`src/verilog/fetch_pkg.sv`:
```
// Shared definitions for the instruction fetch stage and its ROM.
// Every RTL file imports this package, so it is compiled first.

package fetch_pkg;

	// datapath and memory geometry
	localparam int unsigned XLEN = 32;
	localparam logic [XLEN-1:0] RESET_PC = 32'h8000_0000;
	localparam int unsigned ROM_WORDS = 64;
	localparam int unsigned ROM_AW = 6;

	// major opcodes of the supported RV32I subset
	typedef enum logic [6:0] {
		LUI    = 7'b0110111,
		AUIPC  = 7'b0010111,
		JAL    = 7'b1101111,
		JALR   = 7'b1100111,
		BRANCH = 7'b1100011,
		LOAD   = 7'b0000011,
		STORE  = 7'b0100011,
		OP_IMM = 7'b0010011,
		OP     = 7'b0110011,
		SYSTEM = 7'b1110011
	} opcode_e;

	// read response codes, as on AXI
	typedef enum logic [1:0] {
		OKAY   = 2'b00,
		SLVERR = 2'b10
	} resp_e;

	typedef enum logic [1:0] {
		ADDR,
		DATA,
		ISSUE,
		WAIT_COMMIT
	} fetch_state_e;

	// redirect request, sampled at commit
	typedef struct packed {
		logic trap;
		logic [XLEN-1:0] trap_target;
		logic jump;
		logic [XLEN-1:0] jump_target;
		logic branch;
		logic [XLEN-1:0] branch_target;
	} redirect_t;

	// instruction handed to decode
	typedef struct packed {
		logic [XLEN-1:0] pc;
		logic [XLEN-1:0] inst;
		logic illegal;
		logic fault;
	} fetch_t;

	typedef struct packed {
		logic [XLEN-1:0] addr;
	} rd_req_t;

	typedef struct packed {
		logic [XLEN-1:0] data;
		resp_e resp;
	} rd_rsp_t;

endpackage

```
`src/verilog/pc_counter.sv`:
```
// Program counter register of the fetch stage.
// Loads the next address when advance_i pulses, picking a redirect target
// by priority or falling back to the sequential address.

`timescale 1ns/1ps

module pc_counter (
	input  logic clock,
	input  logic reset,
	input  logic advance_i,
	input  fetch_pkg::redirect_t redirect_i,
	output logic [fetch_pkg::XLEN-1:0] pc_o
);

	import fetch_pkg::*;

	logic [XLEN-1:0] pc_q;
	logic [XLEN-1:0] pc_plus4;
	logic [XLEN-1:0] pc_next;

	assign pc_plus4 = pc_q + XLEN'(4);

	// trap or mret wins over jumps, jumps over taken branches
	always_comb begin
		if (redirect_i.trap) begin
			pc_next = redirect_i.trap_target;
		end else if (redirect_i.jump) begin
			pc_next = redirect_i.jump_target;
		end else if (redirect_i.branch) begin
			pc_next = redirect_i.branch_target;
		end else begin
			pc_next = pc_plus4;
		end
	end

	always_ff @(posedge clock) begin
		if (reset) begin
			pc_q <= RESET_PC;
		end else if (advance_i) begin
			pc_q <= pc_next;
		end
	end

	assign pc_o = pc_q;

endmodule

```
`src/verilog/inst_checker.sv`:
```
// Legality check for one 32-bit instruction word.
// Purely combinational; flags anything outside the supported RV32I subset,
// including the few SYSTEM encodings the core handles.

`timescale 1ns/1ps

module inst_checker (
	input  logic [fetch_pkg::XLEN-1:0] inst_i,
	output logic illegal_o
);

	import fetch_pkg::*;

	// exact SYSTEM words
	localparam logic [XLEN-1:0] ECALL_WORD = 32'h0000_0073;
	localparam logic [XLEN-1:0] EBREAK_WORD = 32'h0010_0073;
	localparam logic [XLEN-1:0] MRET_WORD = 32'h3020_0073;

	opcode_e opcode;
	logic [2:0] funct3;
	logic [6:0] funct7;
	logic legal;

	assign opcode = opcode_e'(inst_i[6:0]);
	assign funct3 = inst_i[14:12];
	assign funct7 = inst_i[31:25];

	always_comb begin
		legal = 1'b0;
		case (opcode)
			LUI, AUIPC, JAL: begin
				legal = 1'b1;
			end
			JALR: begin
				legal = (funct3 == 3'd0);
			end
			// funct3 2 and 3 are unused branch encodings
			BRANCH: begin
				legal = (funct3 != 3'd2) && (funct3 != 3'd3);
			end
			// lb lh lw lbu lhu
			LOAD: begin
				legal = (funct3 <= 3'd2) || (funct3 == 3'd4) || (funct3 == 3'd5);
			end
			STORE: begin
				legal = (funct3 <= 3'd2);
			end
			OP_IMM: begin
				if (funct3 == 3'd1) begin
					legal = (funct7 == 7'b0000000);
				end else if (funct3 == 3'd5) begin
					// srli or srai
					legal = (funct7 == 7'b0000000) || (funct7 == 7'b0100000);
				end else begin
					legal = 1'b1;
				end
			end
			OP: begin
				legal = 1'b1;
			end
			SYSTEM: begin
				// csrrw and csrrs only, plus the three fixed words
				legal = (inst_i == ECALL_WORD) || (inst_i == EBREAK_WORD) ||
					(inst_i == MRET_WORD) || (funct3 == 3'd1) || (funct3 == 3'd2);
			end
			default: begin
				legal = 1'b0;
			end
		endcase
	end

	assign illegal_o = ~legal;

endmodule

```
`src/verilog/fetch_unit.sv`:
```
// Fetch state machine of the multi-cycle core.
// Requests one word at the current pc over the read-address channel,
// takes the answer from the read-data channel, hands it to decode with a
// one-cycle valid pulse and then waits for commit before the next fetch.

`timescale 1ns/1ps

module fetch_unit (
	input  logic clock,
	input  logic reset,
	input  logic commit_i,
	input  fetch_pkg::redirect_t redirect_i,
	output logic ar_valid_o,
	input  logic ar_ready_i,
	output fetch_pkg::rd_req_t ar_o,
	input  logic r_valid_i,
	output logic r_ready_o,
	input  fetch_pkg::rd_rsp_t r_i,
	output logic fetch_valid_o,
	output fetch_pkg::fetch_t fetch_o
);

	import fetch_pkg::*;

	fetch_state_e state_q;
	fetch_state_e state_d;

	logic [XLEN-1:0] pc;
	logic ar_hs;
	logic r_hs;
	logic advance;
	logic resp_ok;
	logic word_illegal;

	assign ar_hs = ar_valid_o & ar_ready_i;
	assign r_hs = r_valid_i & r_ready_o;
	assign advance = (state_q == WAIT_COMMIT) & commit_i;
	assign resp_ok = (r_i.resp == OKAY);

	pc_counter u_pc (
		.clock      (clock),
		.reset      (reset),
		.advance_i  (advance),
		.redirect_i (redirect_i),
		.pc_o       (pc)
	);

	inst_checker u_checker (
		.inst_i    (r_i.data),
		.illegal_o (word_illegal)
	);

	always_comb begin
		state_d = state_q;
		case (state_q)
			ADDR: begin
				if (ar_hs) begin
					state_d = DATA;
				end
			end
			DATA: begin
				if (r_hs) begin
					state_d = ISSUE;
				end
			end
			// the valid pulse lasts exactly this one state
			ISSUE: begin
				state_d = WAIT_COMMIT;
			end
			WAIT_COMMIT: begin
				if (commit_i) begin
					state_d = ADDR;
				end
			end
			default: begin
				state_d = ADDR;
			end
		endcase
	end

	always_ff @(posedge clock) begin
		if (reset) begin
			state_q <= ADDR;
		end else begin
			state_q <= state_d;
		end
	end

	// pc only moves at commit, so the address is stable while ADDR waits
	assign ar_valid_o = (state_q == ADDR);
	assign ar_o.addr = pc;
	assign r_ready_o = (state_q == DATA);
	assign fetch_valid_o = (state_q == ISSUE);

	// error response becomes an access fault with a zero word
	always_ff @(posedge clock) begin
		if (r_hs) begin
			fetch_o.pc <= pc;
			fetch_o.inst <= resp_ok ? r_i.data : '0;
			fetch_o.illegal <= resp_ok & word_illegal;
			fetch_o.fault <= ~resp_ok;
		end
	end

endmodule

```
`src/verilog/inst_rom.sv`:
```
// Small on-chip instruction memory with a read slave interface.
// Filled through the load port while reset is held. Each accepted address
// is answered after 0 to 3 cycles chosen by a 4-bit LFSR; addresses
// outside the array get SLVERR with zero data.

`timescale 1ns/1ps

module inst_rom (
	input  logic clock,
	input  logic reset,
	input  logic load_en_i,
	input  logic [fetch_pkg::ROM_AW-1:0] load_addr_i,
	input  logic [fetch_pkg::XLEN-1:0] load_data_i,
	input  logic ar_valid_i,
	output logic ar_ready_o,
	input  fetch_pkg::rd_req_t ar_i,
	output logic r_valid_o,
	input  logic r_ready_i,
	output fetch_pkg::rd_rsp_t r_o
);

	import fetch_pkg::*;

	logic [XLEN-1:0] mem [ROM_WORDS];

	logic busy;
	logic r_valid_q;
	logic [1:0] wait_q;
	logic [3:0] lfsr;
	logic accept;
	logic [XLEN-1:0] offset;
	logic [ROM_AW-1:0] word_idx;
	logic in_range;

	always_ff @(posedge clock) begin
		if (load_en_i) begin
			mem[load_addr_i] <= load_data_i;
		end
	end

	// word index relative to the reset vector
	assign offset = ar_i.addr - RESET_PC;
	assign word_idx = offset[ROM_AW+1:2];
	assign in_range = (offset[XLEN-1:ROM_AW+2] == '0);

	assign ar_ready_o = ~busy;
	assign accept = ar_valid_i & ~busy;

	always_ff @(posedge clock) begin
		if (reset) begin
			busy <= 1'b0;
			r_valid_q <= 1'b0;
			wait_q <= 2'd0;
			lfsr <= 4'b0001;
		end else if (accept) begin
			busy <= 1'b1;
			wait_q <= lfsr[1:0];
			r_valid_q <= (lfsr[1:0] == 2'd0);
			// x^4 + x^3 + 1
			lfsr <= {lfsr[2:0], lfsr[3] ^ lfsr[2]};
		end else if (r_valid_q) begin
			if (r_ready_i) begin
				r_valid_q <= 1'b0;
				busy <= 1'b0;
			end
		end else if (busy) begin
			wait_q <= wait_q - 2'd1;
			r_valid_q <= (wait_q == 2'd1);
		end
	end

	always_ff @(posedge clock) begin
		if (accept) begin
			r_o.data <= in_range ? mem[word_idx] : '0;
			r_o.resp <= in_range ? OKAY : SLVERR;
		end
	end

	assign r_valid_o = r_valid_q;

endmodule

```
`src/verilog/fetch_top.sv`:
```
// Fetch stage top level: the fetch unit wired to its instruction ROM.
// The core drives commit and redirect; the ROM is loaded during reset.

`timescale 1ns/1ps

module fetch_top (
	input  logic clock,
	input  logic reset,
	input  logic load_en_i,
	input  logic [fetch_pkg::ROM_AW-1:0] load_addr_i,
	input  logic [fetch_pkg::XLEN-1:0] load_data_i,
	input  logic commit_i,
	input  fetch_pkg::redirect_t redirect_i,
	output logic fetch_valid_o,
	output fetch_pkg::fetch_t fetch_o
);

	import fetch_pkg::*;

	// read-address and read-data channels
	logic ar_valid;
	logic ar_ready;
	rd_req_t ar;
	logic r_valid;
	logic r_ready;
	rd_rsp_t r;

	fetch_unit u_fetch (
		.clock         (clock),
		.reset         (reset),
		.commit_i      (commit_i),
		.redirect_i    (redirect_i),
		.ar_valid_o    (ar_valid),
		.ar_ready_i    (ar_ready),
		.ar_o          (ar),
		.r_valid_i     (r_valid),
		.r_ready_o     (r_ready),
		.r_i           (r),
		.fetch_valid_o (fetch_valid_o),
		.fetch_o       (fetch_o)
	);

	inst_rom u_rom (
		.clock       (clock),
		.reset       (reset),
		.load_en_i   (load_en_i),
		.load_addr_i (load_addr_i),
		.load_data_i (load_data_i),
		.ar_valid_i  (ar_valid),
		.ar_ready_o  (ar_ready),
		.ar_i        (ar),
		.r_valid_o   (r_valid),
		.r_ready_i   (r_ready),
		.r_o         (r)
	);

endmodule

```
`config.mk`:
```
export PLATFORM = sky130hd
export DESIGN_NAME = fetch_top
export DESIGN_NICKNAME = d
export VERILOG_FILES = /design/src/verilog/fetch_pkg.sv /design/src/verilog/pc_counter.sv /design/src/verilog/inst_checker.sv /design/src/verilog/fetch_unit.sv /design/src/verilog/inst_rom.sv /design/src/verilog/fetch_top.sv
export SDC_FILE = /design/constraint.sdc
export NUM_CORES = 2
export LEC_CHECK = 0
export CAP_MARGIN = 10
export CORE_AREA = 2 2 350 526
export DETAILED_ROUTE_END_ITERATION = 10
export DIE_AREA = 0 0 352 528
export DONT_BUFFER_PORTS = 1
export GPL_TIMING_DRIVEN = 0
export HOLD_SLACK_MARGIN = 0.06
export PLACE_DENSITY = 0.62
export SETUP_SLACK_MARGIN = 0.5
export SYNTH_ARGS = -nofsm -noshare
export SYNTH_HDL_FRONTEND = slang
export SYNTH_SLANG_ARGS = --single-unit
```
`constraint.sdc`:
```
create_clock -name clock -period 9.65 [get_ports clock]
set_input_delay 0.4825 -clock clock [delete_from_list [all_inputs] [get_ports clock]]
set_output_delay 0.4825 -clock clock [all_outputs]
set_load 0.05 [all_outputs]
```
==> impl.org <==
** Die
- 208 I/O pins were placed.
- The floorplan step set the die height to between 500 and 600 um.
- Std-Cell Rows :: about 190
- Die Width :: approximately 350 um
- The initial utilization of the core area, before any placement, comes to 0.4672.
- Standard cell core area :: 0.1814 sq mm
- DIE AREA :: 0.1859 sq mm

** Routing
- The routed design has approximately 280,000 um of wire.
- For this block, the via count after detailed routing is around 46,000.
- DR iter-0 viols :: about 6,600
- Remaining antenna violation count :: 0
- For this run, design rule violations remaining after detail routing come to 0.
- Before antenna repair, the detailed router went through 6 iterations.
- Ratio of routed vias to standard cells :: 6.524
- In the final routed layout, each cell accounts on average for 39.96 um.

** Hold path
- In this run the most critical hold path is launched from redirect_i[92].
- For hold timing, the worst endpoint is u_fetch.u_pc.pc_o[26]$_SDFFE_PP0P_.
- Tightest Hold Check Type :: in2reg
- Number of cells traversed by the worst hold path :: 4

** Setup path
- Reg-to-Reg End :: u_rom.r_o[9]$_SDFFCE_PP0P_
- The worst setup path is launched from a flop.
- Maximum fanout along the worst path :: 10
- STA classifies the critical path endpoint as a flop.
- The critical path is of the reg2reg type.
- Crit path required time :: ~10 ns
- The startpoint identified for the worst register-to-register timing path is u_fetch.u_pc.pc_o[5]$_SDFFE_PP0P_.
- Data on the critical path arrives at its endpoint at approximately 6.3 ns.
- Cell count of the worst reg-to-reg path :: 7
- The worst register-to-register path has a setup slack of just under 4 ns.

** Yosys
- Warning count from the yosys run :: 0
- In this run, synthesis produced a sequential element count of 2,189.
- The most common cell in the synthesized netlist is sky130_fd_sc_hd__edfxtp_1.
- Number of flops mapped to enable cells by yosys :: between 2,000 and 2,500
- In the synthesized netlist the dominant register cell turns out to be sky130_fd_sc_hd__edfxtp_1.
- Number of standard cells after synthesis :: ~4,000
- Post-synth net total :: slightly above 4,000
- Most frequent cells after synthesis :: sky130_fd_sc_hd__edfxtp_1, sky130_fd_sc_hd__mux4_2, sky130_fd_sc_hd__mux2i_1
- Proportion of synthesized chip area in sequential cells :: 0.7707
- Library cells used by synthesis :: approximately 70
- Async SR Flop Fraction :: 0
- The biggest area contributor in the post-synthesis netlist is sky130_fd_sc_hd__edfxtp_1.
- The average instance in the mapped netlist occupies 21.35 sq um.
- Of the post-synthesis cell area, the dominant cell type holds 0.7608.
- By area the synthesized netlist is led by sky130_fd_sc_hd__edfxtp_1, sky130_fd_sc_hd__mux4_2, sky130_fd_sc_hd__mux2i_1.
- The synthesized netlist occupies a cell area of 0.08474 sq mm.

** Layout
- Share of final-layout standard cells stronger than drive strength 1 :: 0.2434
- In the final design database the tool counted 4,559 nets.
- Cell Count, Final, Fillers Out :: 7,011
- Layout overhead on the synthesized area :: 16.09%

** STA
- Final Cycle Share :: 0.5957
- Time the final worst path needs with I/O delays and setup :: around 5.7 ns
- # setup viols final :: 0
- Worst Tran Pin Value :: between 1 and 1.5 ns
- Final TNS setup :: 0 ns
- Timing would allow up to 174.0 MHz.
- Setup skew after layout :: roughly 0.063 ns
- Worst hold margin :: 0.1108 ns
- Unrepaired setup endpoints after global routing :: no
- Count of endpoints failing hold in the final timing report :: 0
- The number of max-slew violations in the final report came to 0.
- Headroom to the max-slew limit :: 0.02792

** Pwr
- In this run the power density over the cells is ~210 mW/mm^2.
- In this run the static leakage power is between 20 and 30 nW.
- Across the VDD grid, the largest voltage drop is around 0.14 mV.
- Power comes to around 21 mW.

** Clocking
- Resized Gates After CTS :: 0
- Clock insertion delay at the later pin of the skew report :: approximately 0.89 ns
- The H-tree generated during clock tree synthesis spans 4 levels.
- Number of clock sinks seen by CTS :: between 2,000 and 2,500
- Setup bufs post-CTS :: 0
- Clock input transition at the sequential cells of the worst setup and hold paths :: 0.07 ns
- TritonCTS created approximately 200 clock buffers.
- TritonCTS built the clock tree.
- Number of buffers on the longest clock path :: 4
- The tree is rooted in a sky130_fd_sc_hd__clkbuf_16.

** GRT
- The number of antenna violations at the first check in global routing came to 34.
- Entering global routing, the biggest net connects 67 pins.
- Via count of the first global-routing pass :: about 45,000
- Sum of overflow across all layers after global routing :: 0
- Global Route Usage Sum :: 0.3004
- The first global-routing pass estimated 378,700 um of wire.

** Placed design
- Dpl hpwl :: roughly 190,000 um
- Number of instances in the placed design :: 6,508
- Routability-driven placement finished with a final weighted congestion of about 1.
- Number of port buffers :: 0

** Status
- The run finished with clean final reports.

** Flow run
- Max-cap violations in this run came to 0.
==> metal layers <==
| metal | up-vias | track usage | share of wire |
|---|---|---|---|
| met1 | 24130 | 0.3454 | 0.33 |
| li1 | 17650 | - | - |
| met4 | 14 | 0.2102 | 0.084 |
| met3 | 874 | 0.05895 | 0.093 |
| met5 | - | 0.0005195 | 0.00028 |
| met2 | 3072 | 0.5070 | 0.50 |
==> layout by cell type, fill, tap and decap left out, drive strengths merged, types with 15 or more instances in the layout <==
cell type    netlist  routed
mux4             503     503
o21ai             81      81
inv               20      23
a2111oi           20      20
o221ai            27      27
nand2             92      92
a221oi            15      15
a22oi             24      24
nor3              25      25
mux2i            190     190
o211ai            21      21
dlygate4sd3        0      90
edfxtp          2147    2147
o22ai             34      34
diode              0      22
dfxtp             42      42
clkbuf           101     360
a21oi             56      56
a211oi            37      37
clkinv             1      80
nor2b             56      56
nand3             32      32
nand2b            20      20
nor2             121     121
buf              121     267
==> cells by family after synthesis <==
group                      after synthesis  synth area share
DFF                                   2189            0.7707
muxes                                  704            0.1576
buffers and inverters                  243           0.01236
xor gates and xnor gates                14          0.001447
adders and majority gates                6         0.0008859
AOI/OAI and AO/OA                      391           0.03202
and+or+nand+nor                        423           0.02498
==> report_power, final <==
group | switching (mW) | leakage (nW) | internal [mW]
Combinational | 1.30 | 6.80 | 0.659
Clock | 3.46 | 3.00 | 4.24
Sequential | 0.219 | 19.7 | 10.7
Total | 4.98 | 29.5 | 15.6
==> per-stage QoR <==
| step | util | worst slack [ns] | cell area [sq um] |
|---|---|---|---|
| floorplan | - | 5.891 | 84740 |
| global placement | 0.4840 | 1.945 | 87780 |
| detailed placement | 0.4981 | 4.421 | 90350 |
| CTS | 0.5417 | 4.397 | 98250 |
| global route | 0.5423 | 4.051 | 98360 |
| finish | 0.5424 | 3.902 | 98380 |
==> critical path: stages (launching register included) <==
cell	delay, ns
sky130_fd_sc_hd__dfxtp_1	0.37
sky130_fd_sc_hd__clkbuf_1	0.55
sky130_fd_sc_hd__clkbuf_1	0.71
sky130_fd_sc_hd__buf_1	0.74
sky130_fd_sc_hd__buf_1	0.80
sky130_fd_sc_hd__buf_1	1.07
sky130_fd_sc_hd__o21ai_0	0.75
sky130_fd_sc_hd__o31ai_1	0.43
==> final cells by class <==
type / count / area, sq um
Sequential cell: 2189 / 65310
Clock buffer: 257 / 5293
Fill cell: 13740 / 83000
Clock inverter: 98 / 835.8
Inverter: 21 / 78.83
Buffer: 222 / 978.4
Timing Repair Buffer: 239 / 3886
Antenna cell: 22 / 55.05
Multi-Input combinational cell: 1538 / 18900
Tap cell: 2425 / 3034
==> registers in the layout, indices dropped and copies added, names as in the netlist <==
register           count
u_fetch.fetch_o       66
u_fetch.state_q        2
u_fetch.u_pc.pc_o     32
u_rom.busy             1
u_rom.lfsr             4
u_rom.mem           2048
u_rom.r_o             33
u_rom.r_valid_o        1
u_rom.wait_q           2
==> repair_timing <==
item | in CTS | in global routing
endpoints found under the hold margin | 2080 | 0
hold buffers | 122 | 0
endpoints found under the setup margin | 0 | 0
==> worst max path at each step <==
stage	startpoint	endpoint	slack, ns
final	u_fetch.u_pc.pc_o[5]$_SDFFE_PP0P_	u_rom.r_o[9]$_SDFFCE_PP0P_	3.90
after global routing	u_fetch.u_pc.pc_o[5]$_SDFFE_PP0P_	u_rom.r_o[9]$_SDFFCE_PP0P_	4.05
after CTS	u_fetch.u_pc.pc_o[6]$_SDFFE_PP0P_	u_rom.r_o[19]$_SDFFCE_PP0P_	4.40
after detailed placement	u_fetch.u_pc.pc_o[5]$_SDFFE_PP0P_	u_rom.r_o[9]$_SDFFCE_PP0P_	4.42
after global placement	load_addr_i[0]	u_rom.mem[40][22]$_DFFE_PP_	1.94
after floorplan	load_addr_i[0]	u_rom.mem[40][0]$_DFFE_PP_	5.89
No activity file was read; power rests on OpenSTA's default activity.
